## src/hw/gnn_dp_defines.svh

```systemverilog
`ifndef GNN_DP_DEFINES_SVH
`define GNN_DP_DEFINES_SVH

// command word from the host
`define CMD_WIDTH 32

// host queue, also the host credit count after reset
`define CMD_QUEUE_DEPTH 8

// processing element credits after reset
`define TASK_CREDITS 4

// reservation station entries
`define STATION_DEPTH 4

// replay iterations, the last one is MAX_REPLAY_ITER-1
`define MAX_REPLAY_ITER 4

// width of pe_idle and bank_busy
`define NUM_PE 4

// configuration field widths
`define FV_WIDTH 5
`define WB_WIDTH 4

`endif

```

## src/hw/dp_cmd_pkg.sv

```systemverilog
`default_nettype none

`include "gnn_dp_defines.svh"

package dp_cmd_pkg;

    // one mask bit per replay iteration
    localparam int iter_mask_w = `MAX_REPLAY_ITER;
    localparam int payload_lo_w = 10;
    localparam int payload_hi_w = `CMD_WIDTH - 2 - iter_mask_w - payload_lo_w;

    typedef enum logic [1:0] {
        op_task         = 2'b00,
        op_replay       = 2'b01,
        op_feat_count   = 2'b10,
        op_weight_bound = 2'b11
    } cmd_op_e;

    // mask sits in bits 13:10 of the word
    typedef struct packed {
        cmd_op_e                   op;
        logic [payload_hi_w-1:0]   payload_hi;
        logic [iter_mask_w-1:0]    iter_mask;
        logic [payload_lo_w-1:0]   payload_lo;
    } task_view_t;

    typedef struct packed {
        cmd_op_e                   op;
        logic [`CMD_WIDTH-3:0]     value;
    } cfg_view_t;

    typedef union packed {
        task_view_t task_view;
        cfg_view_t  cfg_view;
    } cmd_word_u;

endpackage

`default_nettype wire

```

## src/hw/dp_task_pkg.sv

```systemverilog
`default_nettype none

`include "gnn_dp_defines.svh"

package dp_task_pkg;

    // task payload as seen by the station and the PEs
    // opcode stripped, iteration mask kept in place
    typedef logic [`CMD_WIDTH-3:0] task_t;

    // whole command word forwarded to memory
    // deferred tasks and replay words both use it
    typedef logic [`CMD_WIDTH-1:0] mem_pkt_t;

endpackage

`default_nettype wire

```

## src/hw/cmd_queue.sv

```systemverilog
`default_nettype none

`include "gnn_dp_defines.svh"

module cmd_queue (
    input  logic                  clk,
    input  logic                  reset,
    input  logic                  cmd_in_valid,
    input  dp_cmd_pkg::cmd_word_u cmd_in,
    output logic                  cmd_credit,
    output logic                  head_valid,
    output dp_cmd_pkg::cmd_word_u head_word,
    input  logic                  pop
);
    import dp_cmd_pkg::*;

    localparam int depth = `CMD_QUEUE_DEPTH;
    localparam int ptr_w = $clog2(depth);
    localparam int cnt_w = $clog2(depth + 1);

    cmd_word_u          mem [depth];
    logic [ptr_w-1:0]   wr_ptr;
    logic [ptr_w-1:0]   rd_ptr;
    logic [cnt_w-1:0]   count;
    logic               full;
    logic               push;
    logic               take;

    function automatic logic [ptr_w-1:0] next_ptr(input logic [ptr_w-1:0] ptr);
        return (ptr == ptr_w'(depth - 1)) ? '0 : ptr + 1'b1;
    endfunction

    assign full       = (count == cnt_w'(depth));
    assign head_valid = (count != '0);
    assign head_word  = mem[rd_ptr];

    // host owns the credits, a write when full is dropped
    assign push = cmd_in_valid && !full;
    assign take = pop && head_valid;

    always_ff @(posedge clk) begin
        if (push) begin
            mem[wr_ptr] <= cmd_in;
        end
    end

    always_ff @(posedge clk) begin
        if (reset) begin
            wr_ptr     <= '0;
            rd_ptr     <= '0;
            count      <= '0;
            cmd_credit <= 1'b0;
        end else begin
            // one credit back per word consumed
            cmd_credit <= take;
            if (push) begin
                wr_ptr <= next_ptr(wr_ptr);
            end
            if (take) begin
                rd_ptr <= next_ptr(rd_ptr);
            end
            case ({push, take})
                2'b10:   count <= count + 1'b1;
                2'b01:   count <= count - 1'b1;
                default: count <= count;
            endcase
        end
    end

endmodule

`default_nettype wire

```

## src/hw/dp_decoder.sv

```systemverilog
`default_nettype none

`include "gnn_dp_defines.svh"

module dp_decoder (
    input  logic                        clk,
    input  logic                        reset,
    input  logic                        head_valid,
    input  dp_cmd_pkg::cmd_word_u       head_word,
    output logic                        pop,
    input  logic                        station_full,
    input  logic                        rs_empty,
    output logic                        task_valid,
    output dp_task_pkg::task_t          task_data,
    output logic                        mem_req,
    input  logic                        grant,
    output logic                        mem_valid,
    output dp_task_pkg::mem_pkt_t       mem_pkt,
    input  logic [`NUM_PE-1:0]          bank_busy,
    input  logic [`NUM_PE-1:0]          pe_idle,
    input  logic                        stream_end,
    input  logic                        vertex_done,
    input  logic                        outbuff_available,
    output logic                        cntl_done,
    output logic                        task_complete,
    output logic                        stream_begin,
    output logic [1:0]                  replay_iter,
    output logic [`FV_WIDTH-1:0]        num_fv,
    output logic [`WB_WIDTH-1:0]        weights_boundary
);
    import dp_cmd_pkg::*;
    import dp_task_pkg::*;

    localparam logic [2:0] st_idle          = 3'd0;
    localparam logic [2:0] st_wait_grant    = 3'd1;
    localparam logic [2:0] st_wait_replay   = 3'd2;
    localparam logic [2:0] st_wait_stream   = 3'd3;
    localparam logic [2:0] st_wait_complete = 3'd4;

    localparam logic [1:0] last_iter = 2'(`MAX_REPLAY_ITER - 1);

    logic [2:0] state;
    logic [2:0] state_next;
    mem_pkt_t   pkt_q;
    cmd_op_e    head_op;
    logic       task_hit;
    logic       drained;
    logic       save_pkt;
    logic       load_fv;
    logic       load_wb;
    logic       bump_iter;

    // opcode lies in the same bits for both views
    assign head_op  = head_word.task_view.op;
    assign task_hit = head_word.task_view.iter_mask[replay_iter];
    assign drained  = ~|bank_busy && rs_empty && &pe_idle;

    assign task_data = {head_word.task_view.payload_hi,
                        head_word.task_view.iter_mask,
                        head_word.task_view.payload_lo};

    assign mem_req = (state == st_wait_grant);
    assign mem_pkt = pkt_q;

    always_comb begin
        state_next    = state;
        pop           = 1'b0;
        task_valid    = 1'b0;
        mem_valid     = 1'b0;
        save_pkt      = 1'b0;
        load_fv       = 1'b0;
        load_wb       = 1'b0;
        bump_iter     = 1'b0;
        cntl_done     = 1'b0;
        task_complete = 1'b0;
        case (state)
            st_idle: begin
                if (head_valid) begin
                    case (head_op)
                        op_task: begin
                            if (!task_hit) begin
                                // not for this iteration, defer through memory
                                pop        = 1'b1;
                                save_pkt   = 1'b1;
                                state_next = st_wait_grant;
                            end else if (!station_full) begin
                                pop        = 1'b1;
                                task_valid = 1'b1;
                            end
                        end
                        op_replay: begin
                            pop        = 1'b1;
                            save_pkt   = 1'b1;
                            state_next = st_wait_replay;
                        end
                        op_feat_count: begin
                            pop     = 1'b1;
                            load_fv = 1'b1;
                        end
                        op_weight_bound: begin
                            pop        = 1'b1;
                            load_wb    = 1'b1;
                            state_next = st_wait_stream;
                        end
                    endcase
                end
            end
            st_wait_grant: begin
                if (grant) begin
                    mem_valid  = 1'b1;
                    state_next = st_idle;
                end
            end
            st_wait_replay: begin
                // banks, station and PEs must all be quiet
                if (drained) begin
                    if (replay_iter == last_iter) begin
                        cntl_done  = 1'b1;
                        state_next = st_wait_complete;
                    end else begin
                        mem_valid  = 1'b1;
                        bump_iter  = 1'b1;
                        state_next = st_wait_stream;
                    end
                end
            end
            st_wait_stream: begin
                if (stream_end) begin
                    state_next = st_idle;
                end
            end
            st_wait_complete: begin
                // held here until reset
                task_complete = vertex_done && outbuff_available;
            end
            default: begin
                state_next = st_idle;
            end
        endcase
    end

    always_ff @(posedge clk) begin
        if (reset) begin
            state            <= st_idle;
            replay_iter      <= '0;
            num_fv           <= '0;
            weights_boundary <= '0;
            stream_begin     <= 1'b0;
        end else begin
            state        <= state_next;
            stream_begin <= load_fv;
            if (load_fv) begin
                num_fv <= head_word.cfg_view.value[`FV_WIDTH-1:0];
            end
            if (load_wb) begin
                weights_boundary <= head_word.cfg_view.value[`WB_WIDTH-1:0];
            end
            if (bump_iter) begin
                replay_iter <= replay_iter + 2'd1;
            end
        end
    end

    always_ff @(posedge clk) begin
        if (save_pkt) begin
            pkt_q <= head_word;
        end
    end

endmodule

`default_nettype wire

```

## src/hw/task_station.sv

```systemverilog
`default_nettype none

`include "gnn_dp_defines.svh"

module task_station (
    input  logic               clk,
    input  logic               reset,
    input  logic               task_valid,
    input  dp_task_pkg::task_t task_data,
    output logic               station_full,
    output logic               rs_empty,
    output logic               pe_task_valid,
    output dp_task_pkg::task_t pe_task,
    input  logic               pe_credit
);
    import dp_task_pkg::*;

    localparam int depth = `STATION_DEPTH;
    localparam int ptr_w = $clog2(depth);
    localparam int cnt_w = $clog2(depth + 1);
    localparam int crd_w = $clog2(`TASK_CREDITS + 1);

    task_t              entries [depth];
    logic [ptr_w-1:0]   wr_ptr;
    logic [ptr_w-1:0]   rd_ptr;
    logic [cnt_w-1:0]   count;
    logic [crd_w-1:0]   credits;
    logic               push;
    logic               issue;

    function automatic logic [ptr_w-1:0] next_ptr(input logic [ptr_w-1:0] ptr);
        return (ptr == ptr_w'(depth - 1)) ? '0 : ptr + 1'b1;
    endfunction

    assign station_full = (count == cnt_w'(depth));
    assign rs_empty     = (count == '0);

    assign push = task_valid && !station_full;

    // oldest entry goes out whenever a PE credit is held
    assign issue         = !rs_empty && (credits != '0);
    assign pe_task_valid = issue;
    assign pe_task       = entries[rd_ptr];

    always_ff @(posedge clk) begin
        if (push) begin
            entries[wr_ptr] <= task_data;
        end
    end

    always_ff @(posedge clk) begin
        if (reset) begin
            wr_ptr  <= '0;
            rd_ptr  <= '0;
            count   <= '0;
            credits <= crd_w'(`TASK_CREDITS);
        end else begin
            if (push) begin
                wr_ptr <= next_ptr(wr_ptr);
            end
            if (issue) begin
                rd_ptr <= next_ptr(rd_ptr);
            end
            case ({push, issue})
                2'b10:   count <= count + 1'b1;
                2'b01:   count <= count - 1'b1;
                default: count <= count;
            endcase
            // a returned credit and an issue in one cycle cancel
            case ({issue, pe_credit})
                2'b10:   credits <= credits - 1'b1;
                2'b01:   credits <= credits + 1'b1;
                default: credits <= credits;
            endcase
        end
    end

endmodule

`default_nettype wire

```

## src/hw/dp_top.sv

```systemverilog
`default_nettype none

`include "gnn_dp_defines.svh"

module dp_top (
    input  logic                    clk,
    input  logic                    reset,
    input  logic                    cmd_in_valid,
    input  dp_cmd_pkg::cmd_word_u   cmd_in,
    output logic                    cmd_credit,
    output logic                    pe_task_valid,
    output dp_task_pkg::task_t      pe_task,
    input  logic                    pe_credit,
    output logic                    mem_req,
    input  logic                    grant,
    output logic                    mem_valid,
    output dp_task_pkg::mem_pkt_t   mem_pkt,
    input  logic [`NUM_PE-1:0]      bank_busy,
    input  logic [`NUM_PE-1:0]      pe_idle,
    input  logic                    stream_end,
    input  logic                    vertex_done,
    input  logic                    outbuff_available,
    output logic                    cntl_done,
    output logic                    task_complete,
    output logic                    stream_begin,
    output logic [1:0]              replay_iter,
    output logic [`FV_WIDTH-1:0]    num_fv,
    output logic [`WB_WIDTH-1:0]    weights_boundary
);
    import dp_cmd_pkg::*;
    import dp_task_pkg::*;

    logic      head_valid;
    cmd_word_u head_word;
    logic      pop;
    logic      task_valid;
    task_t     task_data;
    logic      station_full;
    logic      rs_empty;

    cmd_queue u_cmd_queue (
        .clk          (clk),
        .reset        (reset),
        .cmd_in_valid (cmd_in_valid),
        .cmd_in       (cmd_in),
        .cmd_credit   (cmd_credit),
        .head_valid   (head_valid),
        .head_word    (head_word),
        .pop          (pop)
    );

    dp_decoder u_dp_decoder (
        .clk               (clk),
        .reset             (reset),
        .head_valid        (head_valid),
        .head_word         (head_word),
        .pop               (pop),
        .station_full      (station_full),
        .rs_empty          (rs_empty),
        .task_valid        (task_valid),
        .task_data         (task_data),
        .mem_req           (mem_req),
        .grant             (grant),
        .mem_valid         (mem_valid),
        .mem_pkt           (mem_pkt),
        .bank_busy         (bank_busy),
        .pe_idle           (pe_idle),
        .stream_end        (stream_end),
        .vertex_done       (vertex_done),
        .outbuff_available (outbuff_available),
        .cntl_done         (cntl_done),
        .task_complete     (task_complete),
        .stream_begin      (stream_begin),
        .replay_iter       (replay_iter),
        .num_fv            (num_fv),
        .weights_boundary  (weights_boundary)
    );

    task_station u_task_station (
        .clk           (clk),
        .reset         (reset),
        .task_valid    (task_valid),
        .task_data     (task_data),
        .station_full  (station_full),
        .rs_empty      (rs_empty),
        .pe_task_valid (pe_task_valid),
        .pe_task       (pe_task),
        .pe_credit     (pe_credit)
    );

endmodule

`default_nettype wire

```

## config.mk

```make
export PLATFORM = sky130hd
export DESIGN_NAME = dp_top
export DESIGN_NICKNAME = d
export VERILOG_FILES = /design/src/hw/dp_cmd_pkg.sv /design/src/hw/dp_task_pkg.sv /design/src/hw/cmd_queue.sv /design/src/hw/dp_decoder.sv /design/src/hw/task_station.sv /design/src/hw/dp_top.sv
export VERILOG_INCLUDE_DIRS = /design/src /design/src/hw
export SDC_FILE = /design/constraint.sdc
export NUM_CORES = 1
export LEC_CHECK = 0
export BUFFER_PORTS_ARGS = -buffer_cell sky130_fd_sc_hd__buf_2
export CAP_MARGIN = 20
export CORE_MARGIN = 2
export CORE_UTILIZATION = 67
export CTS_BUF_LIST = sky130_fd_sc_hd__clkbuf_2 sky130_fd_sc_hd__clkbuf_4 sky130_fd_sc_hd__clkbuf_8
export DETAILED_ROUTE_END_ITERATION = 16
export PLACE_DENSITY_LB_ADDON = 0.3
export SYNTH_ARGS = -nofsm -noshare
export SYNTH_HDL_FRONTEND = slang
export SYNTH_SLANG_ARGS = --single-unit
```

## constraint.sdc

```tcl
create_clock -name clk -period 7.1 [get_ports clk]
set_input_delay 1.065 -clock clk [delete_from_list [all_inputs] [get_ports clk]]
set_output_delay 1.065 -clock clk [all_outputs]
set_load 0.05 [all_outputs]
```

==> key figures <==
Global routing
  • Initial antenna violation count: 2
  • Vias in the first global route: 8492
  • First-pass GRT wire length: 48100 um
  • Largest net degree at the start of global routing: 46
  • Gr usage total: 24.8%
  • Grt total ovfl: 0

Placed design
  • Dpl hpwl: 18700 um
  • Number of port buffers: 127
  • RePlAce Congestion: 0.788
  • DP Cell Count: 1243
  • Post-placement setup slack: 2820 ps

Floorplan
  • Initial core utilization: 67.9%
  • Num ports: 128
  • Die Y: 163 um
  • Die footprint: 0.0267 mm^2
  • Core ar.: 0.0250 mm^2
  • Die width: 163 um
  • Rows: 58

Synthesis
  • Cells after Synth: 799
  • Post-synth top area share: 72.1%
  • Synth Warn #: 0
  • Largest family of logic cells by synthesized area: multiplexers
  • Post-Synth Adder-Cell Area: 1.46%
  • Syn Std Cell Area: 0.0170 mm^2
  • Syn nets: 865
  • Area leader, netlist: edfxtp_1
  • FFs w/ async S/R, synth: 0%
  • Register area share after synthesis: 76.9%
  • Synth Area in Simple Gates: 3.12%
  • Post-synthesis compound-gate area fraction: 0.861%
  • XOR/XNOR Fraction of Synth Area: 0.412%
  • Register bit total from synthesis: 449
  • Multiplexer share of the synthesized area: 16.1%
  • Most common cell in the netlist: edfxtp_1
  • Largest cells by area after synthesis: edfxtp_1 (72%), mux4_2 (12%), dfxtp_1 (4.8%)
  • Main synth FF type: edfxtp_1
  • Mapped Avg Cell Area: 21.3 um^2
  • Yosys cell types: 46
  • Number of synthesized flops with an enable pin: 408
  • Commonest cells post-synth: edfxtp_1 (408), mux4_2 (90), mux2_2 (42)

STA
  • Slew @ Worst Pin: 1090 ps
  • Clock skew: 31.5 ps
  • F_max: 234 MHz
  • Final Cycle Share: 60.1%
  • Shortest period the worst path allows: 4270 ps
  • Hold_ws: 487 ps
  • Min setup slack post-route: 2830 ps
  • Setup TNS Final: 0 ps
  • Unrepaired setup endpoints after global routing: no
  • Final Max Slew Viols: 0
  • Slew headroom: 27.0%
  • Setup-failing EPs final: 0
  • Final hold violation count: 0

Clock tree
  • Clock root buffer: clkbuf_8
  • Post-CTS Hold Fix Bufs: 0
  • H-Tree Depth: 3
  • Clock Tree Buf Depth: 3
  • Post-CTS sizing: 0
  • Clock Pin Slew Worst Setup and Hold Paths: 60 ps
  • CTS tree: built
  • Post-CTS Setup Bufs: 0
  • Later-pin clock latency in the skew report: 610 ps
  • TritonCTS buffer count: 69
  • Clk sinks: 449

Routing
  • DR WL/cell: 23.2 um
  • Uppermost layer routed: met4
  • Via density per instance: 6.01
  • DRC viols: 0
  • Routed length on met2: 15800 um
  • DRT Wirelength: 31800 um
  • Initial DRC count: 683
  • TritonRoute pass-1 iters: 7
  • ANT nets after route: 0
  • M1 WL: 13200 um
  • Vias: 8245
  • Routed met3 length: 2200 um

Setup path
  • Worst Path Max Fanout: 21
  • Slowest stage delay, CP: 1040 ps
  • WP data arrival: 4810 ps
  • Worst EP required: 7640 ps
  • CP cell instances: buf_4 > mux4_2 > mux2_2 > nor4b_2 > and4_4 > nor2_8 > ha_1 > ha_1 > a21o_1 > a21oi_1 > xnor2_1 > or3_1 > a21oi_1
  • Worst setup SP type: register
  • CP Capture Type: register
  • Kind of critical path: register to register
  • Worst path slowest cell: dfxtp_1

Layout
  • P&R area growth vs syn: 14.9%
  • Share of cells above drive strength 1: 39.2%
  • Final nets: 1050
  • Post-Layout Cell Count: 1373

Power and ir drop
  • LEAKAGE: 6.63 nW
  • Worst-case vdd ir drop: 241 uV
  • Power Dens Cells: 389 mW/mm^2

Worst hold path
  • HP Class: register to register

Outcome
  • Status: finished clean

Flow run
  • Max-Cap Viols: 0
[cell families after synthesis]
kind of cell               Yosys count
DFF                                449
muxes                              155
and+or+nand+nor                    102
buffers and inverters               44
AOI/OAI and AO/OA                   23
adders and majority gates           18
xor gates and xnor gates             8
[power by group]
group	total [mW]	leakage (nW)	internal (mW)	switching, mW
clock network	2.16	0.739	1.20	0.958
logic	2.01	1.85	0.695	1.32
registers	3.43	4.04	3.27	0.164
total	7.60	6.63	5.16	2.44
[cells in the final DEF, fill, tap and decap left out, drive strengths merged, types with 2 or more instances in the layout]
cell type and n:
mux2i 20, nand2b 7, xor2 6, nand3 6, mux2 45, mux4 90
and2 4, edfxtp 408, dfxtp 41, inv 18, nor4b 2, nor2 41
clkinv 21, and3 3, buf 144, nor4 2, or3 3, a21oi 9
a211oi 3, nor3b 2, bufinv 3, ha 15, diode 2, clkbuf 97
clkinvlp 3, o31a 2, o21ai 4, nor2b 4, nand2 9, nor3 15
xnor2 2, fa 3
[worst max-delay path: cells and delay by family, from the launching register on]
family                     cells  cell delay [ps]
AOI/OAI and AO/OA              3              500
buffers and inverters          1              410
muxes                          2              720
DFF                            1             1040
adders and majority gates      2              530
and+or+nand+nor                4              920
xor gates and xnor gates       1               90
[worst paths after layout]
path	startpoint	endpoint	slack [ps]	cells past startpoint
worst max-delay path	register	u_cmd_queue.count[3]$_SDFFE_PP0P_	2830	13
worst min-delay path	u_dp_decoder.weights_boundary[2]$_SDFFE_PP0P_	u_dp_decoder.weights_boundary[2]$_SDFFE_PP0P_	490	2
worst max register to register	register	u_cmd_queue.count[3]$_SDFFE_PP0P_	2830	13
worst min register to register	u_dp_decoder.weights_boundary[2]$_SDFFE_PP0P_	u_dp_decoder.weights_boundary[2]$_SDFFE_PP0P_	490	2
[sequential cells by signal (all words and copies together), names as in the netlist, named ones only]
register	cells
u_dp_decoder.num_fv	5
u_cmd_queue.wr_ptr	3
u_dp_decoder.mem_pkt	32
u_dp_decoder.stream_begin	1
u_task_station.rd_ptr	2
u_dp_decoder.weights_boundary	4
u_cmd_queue.cmd_credit	1
u_task_station.count	3
u_task_station.wr_ptr	2
u_cmd_queue.count	4
u_task_station.credits	3
u_dp_decoder.replay_iter	2
u_dp_decoder.state	3
u_task_station.entries	120
u_cmd_queue.mem	256
u_cmd_queue.rd_ptr	3
[metal layers]
metal / vias to the layer above / GRT usage (%)
li1: 3632 / -
met3: 56 / 5.05
met1: 4224 / 35.1
met4: 0 / 9.41
met5: - / 0
met2: 333 / 39.3
[metrics by stage]
step | util [%] | total power, mW | area (um^2)
after floorplan | - | 4.98 | 17000
after global placement | 72.3 | 5.44 | 18100
after detailed placement | 72.3 | 5.50 | 18100
after CTS | 78.0 | 7.65 | 19500
after global routing | 78.0 | 7.90 | 19500
final | 78.0 | 7.60 | 19500
[final cells by class]
| type | instances | area [um^2] |
|---|---|---|
| sequential | 449 | 13100 |
| tap | 330 | 413 |
| inverter | 14 | 52.6 |
| multi-input combinational | 306 | 3790 |
| clock buffer | 97 | 1180 |
| clock inverter | 31 | 235 |
| timing repair buffer | 144 | 763 |
| antenna | 2 | 5.00 |
| fill | 1278 | 5510 |
(Power assumes the default switching activity.)
